--- config.mk ---
export PLATFORM = sky130hd
export DESIGN_NAME = separate_caches
export DESIGN_NICKNAME = d
export VERILOG_FILES = /design/src/logic/bus_pkg.sv /design/src/logic/cache_pkg.sv /design/src/logic/dcache.sv /design/src/logic/icache.sv /design/src/logic/mem_arbiter.sv /design/src/logic/separate_caches.sv
export VERILOG_INCLUDE_DIRS = /design/src /design/src/logic
export SDC_FILE = /design/constraint.sdc
export NUM_CORES = 2
export LEC_CHECK = 0
export ABC_CLOCK_PERIOD_IN_PS = 12700
export BUFFER_PORTS_ARGS = -buffer_cell sky130_fd_sc_hd__buf_2
export CORE_ASPECT_RATIO = 1.1
export CORE_UTILIZATION = 46
export DETAILED_ROUTE_END_ITERATION = 10
export HOLD_SLACK_MARGIN = 0.02
export SYNTH_ARGS = -nofsm -noshare
export SYNTH_HDL_FRONTEND = slang
export SYNTH_SLANG_ARGS = --single-unit
--- constraint.sdc ---
create_clock -name CLK -period 12.7 [get_ports CLK]
set_input_delay 0.635 -clock CLK [delete_from_list [all_inputs] [get_ports CLK]]
set_output_delay 0.635 -clock CLK [all_outputs]
set_load 0.03 [all_outputs]
--- src/logic/cache_defines.svh ---
// bus address width, bus data width and cache index width macros
`ifndef CACHE_DEFINES_SVH
`define CACHE_DEFINES_SVH

// byte address on every bus.
`define ADDR_WIDTH 32

// one word per bus beat and per cache line.
`define DATA_WIDTH 32

// line index width, 16 lines per cache.
`define CACHE_INDEX_BITS 4

`endif

--- src/logic/bus_pkg.sv ---
// Wishbone classic request and response struct types
`default_nettype none
`include "cache_defines.svh"

package bus_pkg;

    localparam int SEL_WIDTH = `DATA_WIDTH / 8; // one select bit per byte.

    // master to slave, held steady until ack.
    typedef struct packed {
        logic                   cyc;
        logic                   stb;
        logic                   we;
        logic [`ADDR_WIDTH-1:0] adr;
        logic [SEL_WIDTH-1:0]   sel;
        logic [`DATA_WIDTH-1:0] dat;
    } wb_req_t;

    // slave to master, read data valid with ack.
    typedef struct packed {
        logic                   ack;
        logic [`DATA_WIDTH-1:0] dat;
    } wb_rsp_t;

endpackage

`default_nettype wire

--- src/logic/cache_pkg.sv ---
// cache address union and cache line struct types
`default_nettype none
`include "cache_defines.svh"

package cache_pkg;

    localparam int OFFSET_BITS = 2; // byte within the word.
    localparam int TAG_BITS    = `ADDR_WIDTH - `CACHE_INDEX_BITS - OFFSET_BITS;

    typedef struct packed {
        logic [TAG_BITS-1:0]          tag;
        logic [`CACHE_INDEX_BITS-1:0] index;
        logic [OFFSET_BITS-1:0]       offset;
    } cache_addr_t;

    // same bits, seen as a bus address or as cache fields.
    typedef union packed {
        logic [`ADDR_WIDTH-1:0] raw;
        cache_addr_t            fields;
    } cache_addr_u;

    typedef struct packed {
        logic                   valid;
        logic [TAG_BITS-1:0]    tag;
        logic [`DATA_WIDTH-1:0] data;
    } cache_line_t;

endpackage

`default_nettype wire

--- src/logic/dcache.sv ---
// direct-mapped write-through data cache with byte-merging write hits
`timescale 1ns/1ps
`default_nettype none
`include "cache_defines.svh"

module dcache (
    input  logic             CLK,
    input  logic             rst,
    input  logic             invalidate,
    input  bus_pkg::wb_req_t proc_req,
    output bus_pkg::wb_rsp_t proc_rsp,
    output bus_pkg::wb_req_t mem_req,
    input  bus_pkg::wb_rsp_t mem_rsp
);
    localparam int NUM_LINES = 1 << `CACHE_INDEX_BITS;

    typedef enum logic [1:0] {
        IDLE,
        REPLY,
        FILL,
        WRITE
    } state_t;

    state_t                 state;
    cache_pkg::cache_line_t lines [NUM_LINES];
    cache_pkg::cache_line_t cur_line;
    cache_pkg::cache_line_t fill_line;
    cache_pkg::cache_addr_u req_addr;
    cache_pkg::cache_addr_u line_addr;
    logic [`DATA_WIDTH-1:0] rdata;
    logic [`DATA_WIDTH-1:0] merged;
    logic                   req_valid;
    logic                   hit;
    logic                   mem_busy;

    assign req_addr.raw = proc_req.adr;
    assign cur_line     = lines[req_addr.fields.index];
    assign req_valid    = proc_req.cyc && proc_req.stb;
    assign hit          = cur_line.valid && (cur_line.tag == req_addr.fields.tag);
    assign mem_busy     = (state == FILL) || (state == WRITE);

    always_ff @(posedge CLK) begin
        if (rst) begin
            state <= IDLE;
        end else begin
            case (state)
                IDLE: begin
                    if (req_valid) begin
                        if (proc_req.we) begin
                            state <= WRITE; // every write goes through.
                        end else begin
                            state <= hit ? REPLY : FILL;
                        end
                    end
                end
                FILL, WRITE: begin
                    if (mem_rsp.ack) begin
                        state <= REPLY;
                    end
                end
                default: state <= IDLE;
            endcase
        end
    end

    always_ff @(posedge CLK) begin
        if (state == IDLE && req_valid && !proc_req.we && hit) begin
            rdata <= cur_line.data;
        end else if (state == FILL && mem_rsp.ack) begin
            rdata <= mem_rsp.dat;
        end
    end

    // written bytes laid over the cached word.
    always_comb begin
        merged = cur_line.data;
        for (int b = 0; b < bus_pkg::SEL_WIDTH; b++) begin
            if (proc_req.sel[b]) begin
                merged[8*b +: 8] = proc_req.dat[8*b +: 8];
            end
        end
    end

    always_comb begin
        fill_line.valid = 1'b1;
        fill_line.tag   = req_addr.fields.tag;
        fill_line.data  = mem_rsp.dat;
    end

    always_ff @(posedge CLK) begin
        if (rst || invalidate) begin
            for (int i = 0; i < NUM_LINES; i++) begin
                lines[i].valid <= 1'b0;
            end
        end else if (state == FILL && mem_rsp.ack) begin
            lines[req_addr.fields.index] <= fill_line;
        end else if (state == WRITE && mem_rsp.ack && hit) begin
            lines[req_addr.fields.index].data <= merged; // write miss: no allocate.
        end
    end

    always_comb begin
        line_addr               = req_addr;
        line_addr.fields.offset = '0;
        mem_req.cyc             = mem_busy;
        mem_req.stb             = mem_busy;
        mem_req.we              = (state == WRITE);
        mem_req.adr             = line_addr.raw;
        mem_req.sel             = (state == WRITE) ? proc_req.sel : '1;
        mem_req.dat             = proc_req.dat;
    end

    always_comb begin
        proc_rsp.ack = (state == REPLY);
        proc_rsp.dat = rdata;
    end

endmodule

`default_nettype wire

--- src/logic/icache.sv ---
// read-only direct-mapped instruction cache with miss fill
`timescale 1ns/1ps
`default_nettype none
`include "cache_defines.svh"

module icache (
    input  logic             CLK,
    input  logic             rst,
    input  logic             invalidate,
    input  bus_pkg::wb_req_t proc_req,
    output bus_pkg::wb_rsp_t proc_rsp,
    output bus_pkg::wb_req_t mem_req,
    input  bus_pkg::wb_rsp_t mem_rsp
);
    localparam int NUM_LINES = 1 << `CACHE_INDEX_BITS;

    typedef enum logic [1:0] {
        IDLE,
        REPLY,
        FILL
    } state_t;

    state_t                 state;
    cache_pkg::cache_line_t lines [NUM_LINES];
    cache_pkg::cache_line_t cur_line;
    cache_pkg::cache_line_t fill_line;
    cache_pkg::cache_addr_u req_addr;
    cache_pkg::cache_addr_u fill_addr;
    logic [`DATA_WIDTH-1:0] rdata;
    logic                   req_valid;
    logic                   hit;

    assign req_addr.raw = proc_req.adr;
    assign cur_line     = lines[req_addr.fields.index];
    assign req_valid    = proc_req.cyc && proc_req.stb; // we is ignored.
    assign hit          = cur_line.valid && (cur_line.tag == req_addr.fields.tag);

    always_ff @(posedge CLK) begin
        if (rst) begin
            state <= IDLE;
        end else begin
            case (state)
                IDLE: begin
                    if (req_valid) begin
                        state <= hit ? REPLY : FILL;
                    end
                end
                FILL: begin
                    if (mem_rsp.ack) begin
                        state <= REPLY;
                    end
                end
                default: state <= IDLE; // reply lasts one cycle.
            endcase
        end
    end

    always_ff @(posedge CLK) begin
        if (state == IDLE && req_valid && hit) begin
            rdata <= cur_line.data;
        end else if (state == FILL && mem_rsp.ack) begin
            rdata <= mem_rsp.dat;
        end
    end

    always_comb begin
        fill_line.valid = 1'b1;
        fill_line.tag   = req_addr.fields.tag;
        fill_line.data  = mem_rsp.dat;
    end

    // tag and data are only written on a fill.
    always_ff @(posedge CLK) begin
        if (rst || invalidate) begin
            for (int i = 0; i < NUM_LINES; i++) begin
                lines[i].valid <= 1'b0;
            end
        end else if (state == FILL && mem_rsp.ack) begin
            lines[req_addr.fields.index] <= fill_line;
        end
    end

    always_comb begin
        fill_addr               = req_addr;
        fill_addr.fields.offset = '0; // whole word fetch.
        mem_req                 = '0;
        mem_req.cyc             = (state == FILL);
        mem_req.stb             = (state == FILL);
        mem_req.adr             = fill_addr.raw;
        mem_req.sel             = '1;
    end

    always_comb begin
        proc_rsp.ack = (state == REPLY);
        proc_rsp.dat = rdata;
    end

endmodule

`default_nettype wire

--- src/logic/mem_arbiter.sv ---
// two-master to one-slave Wishbone arbiter, data cache first
`timescale 1ns/1ps
`default_nettype none

module mem_arbiter (
    input  logic             CLK,
    input  logic             rst,
    input  bus_pkg::wb_req_t icache_req,
    input  bus_pkg::wb_req_t dcache_req,
    output bus_pkg::wb_rsp_t icache_rsp,
    output bus_pkg::wb_rsp_t dcache_rsp,
    output bus_pkg::wb_req_t mem_req,
    input  bus_pkg::wb_rsp_t mem_rsp
);
    typedef enum logic [1:0] {
        OWN_NONE,
        OWN_INSTR,
        OWN_DATA
    } owner_t;

    owner_t owner;
    logic   i_want;
    logic   d_want;

    assign i_want = icache_req.cyc && icache_req.stb;
    assign d_want = dcache_req.cyc && dcache_req.stb;

    always_ff @(posedge CLK) begin
        if (rst) begin
            owner <= OWN_NONE;
        end else begin
            case (owner)
                OWN_NONE: begin
                    if (d_want) begin
                        owner <= OWN_DATA; // data wins a tie.
                    end else if (i_want) begin
                        owner <= OWN_INSTR;
                    end
                end
                default: begin
                    if (mem_rsp.ack) begin
                        owner <= OWN_NONE; // master drops cyc on this edge.
                    end
                end
            endcase
        end
    end

    always_comb begin
        case (owner)
            OWN_INSTR: mem_req = icache_req;
            OWN_DATA:  mem_req = dcache_req;
            default:   mem_req = '0;
        endcase
    end

    always_comb begin
        icache_rsp.ack = (owner == OWN_INSTR) && mem_rsp.ack;
        icache_rsp.dat = mem_rsp.dat;
        dcache_rsp.ack = (owner == OWN_DATA) && mem_rsp.ack;
        dcache_rsp.dat = mem_rsp.dat;
    end

endmodule

`default_nettype wire

--- src/logic/separate_caches.sv ---
// split instruction and data caches sharing one memory bus
`timescale 1ns/1ps
`default_nettype none

module separate_caches (
    input  logic             CLK,
    input  logic             rst,
    input  logic             invalidate,
    input  bus_pkg::wb_req_t ibus_req,
    input  bus_pkg::wb_req_t dbus_req,
    output bus_pkg::wb_rsp_t ibus_rsp,
    output bus_pkg::wb_rsp_t dbus_rsp,
    output bus_pkg::wb_req_t mem_req,
    input  bus_pkg::wb_rsp_t mem_rsp
);
    bus_pkg::wb_req_t icache_mem_req;
    bus_pkg::wb_rsp_t icache_mem_rsp;
    bus_pkg::wb_req_t dcache_mem_req;
    bus_pkg::wb_rsp_t dcache_mem_rsp;

    icache icache_i (
        .CLK        (CLK),
        .rst        (rst),
        .invalidate (invalidate), // clears both caches together.
        .proc_req   (ibus_req),
        .proc_rsp   (ibus_rsp),
        .mem_req    (icache_mem_req),
        .mem_rsp    (icache_mem_rsp)
    );

    dcache dcache_i (
        .CLK        (CLK),
        .rst        (rst),
        .invalidate (invalidate),
        .proc_req   (dbus_req),
        .proc_rsp   (dbus_rsp),
        .mem_req    (dcache_mem_req),
        .mem_rsp    (dcache_mem_rsp)
    );

    mem_arbiter mem_arbiter_i (
        .CLK        (CLK),
        .rst        (rst),
        .icache_req (icache_mem_req),
        .dcache_req (dcache_mem_req),
        .icache_rsp (icache_mem_rsp),
        .dcache_rsp (dcache_mem_rsp),
        .mem_req    (mem_req),
        .mem_rsp    (mem_rsp)
    );

endmodule

`default_nettype wire

**Yosys cells after proc, flatten, opt, wreduce, memory -nomap -nowiden**

Memory sizes are Yosys's and may differ from the RTL's.
Cells that the tools add are included.

- RAM bits: 1888
- Word-level logic and storage cells: 94
- Memories: 2
- Bits of input ports: 178
- Register bits after elaboration: 70

- Bitwise logic cells: 1
- Equality and inequality tests: 14
- Mux-type cells: 42
- Reductions and logical operators: 30

Memory list:

| memory | words | bits a word | read ports | clocked after Yosys merged registers in | wr ports | RTL line | source |
|---|---|---|---|---|---|---|---|
| dcache_i.lines | 16 | 59 | 1 | 0 | 16 | dcache.sv:25 | `cache_pkg::cache_line_t lines [NUM_LINES];` |
| icache_i.lines | 16 | 59 | 1 | 0 | 16 | icache.sv:24 | `cache_pkg::cache_line_t lines [NUM_LINES];` |

Operators by type and width:

| operator | number |
|---|---|
| $mux W32 | 5 |
| $pmux W71 S2 | 1 |
| $mux W59 | 2 |
| $reduce_or A59 Y1 | 2 |
| $eq A26 B26 Y1 | 2 |
| $mux W8 | 4 |
| $mux W2 | 12 |
| $logic_and A1 B1 Y1 | 15 |
| $mux W1 | 12 |
| $mux W4 | 3 |
| $eq A2 B2 Y1 const B | 4 |
| $pmux W2 S2 | 2 |
| $eq A2 B1 Y1 const B | 3 |
| $logic_not A2 Y1 | 3 |
| $ne A2 B1 Y1 const B | 3 |
| $reduce_and A2 Y1 | 3 |
| $reduce_bool A2 Y1 | 3 |
| $mux W3 | 1 |
| $ne A3 B2 Y1 const B | 1 |
| $logic_or A1 B1 Y1 | 2 |
| $ne A2 B2 Y1 const B | 1 |
| $reduce_or A2 Y1 | 1 |
| $logic_not A1 Y1 | 1 |
| $or A1 B1 Y1 | 1 |

**Depth between registers and ports, before layout**

- Word-level depth: 11
- Mapped depth: 14
- Gate-level depth less buffers: 9

**Modules after synthesis**

A second synthesis with hierarchy kept.

- Cell total of the unflattened synthesis: 3867
- Area total of the unflattened synthesis: 80139.4 sq um

By module, submodules not included:

| module | sequential area each (sq um) | area an instance (sq um) | instances | cells each |
|---|---|---|---|---|
| dcache | 29188.0 | 39482.9 | 1 | 1825 |
| icache | 29188.0 | 38819.7 | 1 | 1795 |
| mem_arbiter | 40.0 | 1836.8 | 1 | 247 |

**Least setup slack after synthesis**

Ideal clock, no wire load.

- Path type: input-to-reg
- Start: in dbus_req[41] (netlist bit)
- End: mem dcache_i.lines[10][0] (netlist bit), enable pin
- Slack: 6.744 ns
- Stages on the path: 13
- Arrival: 5.486 ns
- Path buffers: 6
- Setup time: 0.470 ns
- Path through: buf_2 > buf_2 > buf_2 > buf_1 > mux2i_1 > a221oi_1 > xnor2_1 > nand4_1 > o21ai_0 > nand4_2 > buf_6 > buf_2 > a211oi_1

RTL lines:

| item | RTL line | source |
|---|---|---|
| from (decl) | separate_caches.sv:10 | `input bus_pkg::wb_req_t dbus_req,` |
| to (decl) | dcache.sv:25 |  |

==> results.yml <==
outcome:
  status: "finished, final reports clean"
critical_path:
  reg2reg_from: "dcache_i.lines[11][45]$_DFFE_PP_"
  r2r-end: "dcache_i.lines[0][4]$_DFFE_PP_"
  r2r_cells: 9
  critPathCaptureType: "flop"
  r2r_setup_slack_ns: 7.00
  cp_max_fo: 59
  crit_arrival_ns: 7.32
  critPathLaunchType: "primary input"
  worstSetupPathType: "primary input to flop"
  crit_required_ns: 13.15
synthesis:
  synth_warnings: 0
  synth_edf_count: 1920
  syn_area_um2: 77300
  synth-seq-cells: 1958
  ys_async_sr_fraction_pct: 0
  synth_top_area_share_pct: 74.6
  yosys-top-cells-area: "edfxtp_1 75%, mux4_2 14%, mux2i_1 2.4%, mux2_2 1.8%, dfxtp_1 0.98%"
  ys.flop_type: "edfxtp_1"
  synth-seq-area-share_pct: 75.6
  synthDistinctLibCells: 71
  yosys.area.top_type: "edfxtp_1"
  syn_inst: 3529
  syn_avg_cell_area_um2: 21.9
route:
  drc: 0
  vias: 37281
  routed_wl_um: 193000
  drt-initial-drc-count: 3724
  via_per_inst: 5.94
  first_pass_iters: 5
  antenna_left: 0
  wire_per_inst_um: 30.7
placed_design:
  dpl_cell_area_um2: 81700
  portBuffers: 271
  gp_congestion: 0.776
  dp_hpwl_um: 108000
floorplan:
  pin_count: 315
  die_h_um: 432
  core_um2: 167000
  initial_core_util_pct: 46.4
  dieArea_um2: 170000
  die_width_um: 393
  rows: 157
clocking:
  numCtsBuffers: 191
  cts_tree: "done"
  clkTransAtPathRegs_ns: 0.06
  clock_path_buffers: 3
  h-tree-depth: 4
  insertion_delay_ns: 0.84
  cts-root-buf: "clkbuf_16"
  postCtsSetupBuffers: 0
  cts-hold-fix-buffers: 0
  cts_resized: 0
  cts_sinks: 1958
final_layout:
  drive_above_1_share_pct: 31.8
  seqCellArea_um2: 58400
  area_growth_pct: 13.6
  multi_input_area_um2: 18300
  nNetsFinal: 4070
  num-fill-cells: 13074
  layout_commonest_cell: "edfxtp_1"
  finalInstanceArea_um2: 87800
  layout_common_cells: "1920 x edfxtp_1, 474 x mux4_2, 264 x buf_2"
grt:
  grt-ovfl-total: 0
  grt_max_degree: 116
  grt_pass1_vias: 37899
  grt_pass1_wl_um: 276000
  grt_antenna_before_repair: 14
  grt_usage_pct: 23.0
sta:
  rsz0062_at_grt: "false"
  max_slew_margin_pct: 20.3
  fmax_mhz: 146
  worst_pin_slew_ns: 1.19
  finalHoldViolCount: 0
  finClkSkew_ns: 0.0252
  tns_ns: 0
  fin_crit_sh_pct: 54.1
  drv_slew: 0
  setup_viol: 0
  period_needed_ns: 6.87
run:
  cap_violations: 0
power_and_ir_drop:
  power_w: 0.0134
  power_density_nw_per_um2: 152
  peakVddDrop_mv: 0.111
  leakagePower_nw: 28.6
worst_hold_path:
  holdPathEnd: "mem_arbiter_i.owner[0]$_SDFFE_PP0P_"
  holdPathStages: 2
  min-delay-start: "rst"
  hold_class: "primary input to flop"
-- logic make-up (layout without fill, tap and decap cells) --
group                    count (synthesis)  in the layout  synth area share [%]
flip-flops                            1958           1958                  75.6
multiplexers                           791            791                  18.2
AO/OA/AOI/OAI                          255            255                  2.56
AND/OR/NAND/NOR                        243            243                  1.61
buffers and inverters                  215            731                  1.33
XOR/XNOR                                63             63                 0.714
adder cells (fa/ha/maj)                  3              3                0.0486
other                                    1              3               0.00485
-- worst max-delay path by stage --
stage / start / to / slack, ns / cells after the start
2_1_floorplan: dbus_req[41] / dcache_i.lines[10][0]$_DFFE_PP_ / 6.74 / 13
3_3_place_gp: dbus_req[39] / dcache_i.lines[0][31]$_DFFE_PP_ / 4.97 / 12
3_5_place_dp: dbus_req[39] / dcache_i.lines[0][31]$_DFFE_PP_ / 4.97 / 12
4_1_cts: dbus_req[39] / dcache_i.lines[0][4]$_DFFE_PP_ / 5.85 / 12
5_1_grt: dbus_req[39] / dcache_i.lines[0][4]$_DFFE_PP_ / 5.47 / 12
6_report: dbus_req[39] / dcache_i.lines[0][4]$_DFFE_PP_ / 5.83 / 12
-- critical path, cell delays in order --
cell and delay [ns]:
buf_8 0.49, buf_4 0.77, buf_4 0.85, mux2i_1 0.34, nor3b_1 0.09, nor4_1 0.27
o211ai_1 0.22, nor3_1 0.46, o2111a_1 0.48, nand4_4 0.74, a2111oi_4 1.24, buf_4 0.59
-- per-stage QoR --
step	hold slack (ns)	setup slack, ns	util [%]	cells
2_1_floorplan	0.421	6.74	-	3530
3_3_place_gp	0.428	4.97	49.0	5922
3_5_place_dp	0.433	4.97	49.0	5922
4_1_cts	0.0648	5.85	52.7	6272
5_1_grt	0.103	5.47	52.7	6272
6_report	0.128	5.83	52.7	6273
-- cell usage after synthesis, types with 4 or more instances --
library cell  count
a2111oi_2         5
a211oi_1         13
a21o_1           33
a21oi_1          14
a221oi_1         19
a22o_1           50
a22oi_1          27
a2bb2oi_1         4
a31oi_1           6
a32oi_1           5
and2_1           36
and3_1            6
buf_1            30
buf_2            57
buf_4            30
buf_6             5
clkbuf_1         68
dfxtp_1          38
edfxtp_1       1920
inv_1            22
mux2_2          123
mux2_4            8
mux2i_1         185
mux4_2          474
nand2_1          61
nand2b_1          9
nand3_1          12
nand4_1           9
nor2_1           55
nor2b_1          12
nor3_1           12
nor4_1            8
o2111ai_1         6
o211ai_1          5
o21ai_0          29
o22ai_1           5
o31ai_1           6
or3_1             5
xnor2_1          30
xor2_1           33
-- sequential cells by signal (all words and copies together) (netlist names) --
signal	count
dcache_i.lines	944
dcache_i.rdata	32
dcache_i.state	2
icache_i.lines	944
icache_i.rdata	32
icache_i.state	2
mem_arbiter_i.owner	2
-- metal layers --
layer	share of wire, %	global-route usage [%]	routed length [µm]	vias to the layer above
met5	0.014	0	27	-
met4	1.4	4.50	2700	4
met3	6.3	4.07	12100	207
met2	51	38.3	97900	1227
met1	42	31.9	80000	20225
li1	-	-	-	15618
-- where the power goes --
part,switching (W),total (W),internal (W)
sequential,0.00000255,0.00709,0.00709
combinational,0.000417,0.000677,0.000260
clock,0.00241,0.00559,0.00319
total,0.00282,0.0134,0.0105
-- area by class of cell --
type                       instances  area share, %
timing repair buffer             356           2.34
clock inverter                   101           1.17
clock buffer                     249           5.79
inverter                          25          0.111
sequential                      1958           66.5
multi-input combinational       1357           20.9
antenna                            1        0.00285
tap                             2226           3.17
Note: power is estimated with default switching activity, not from simulation.
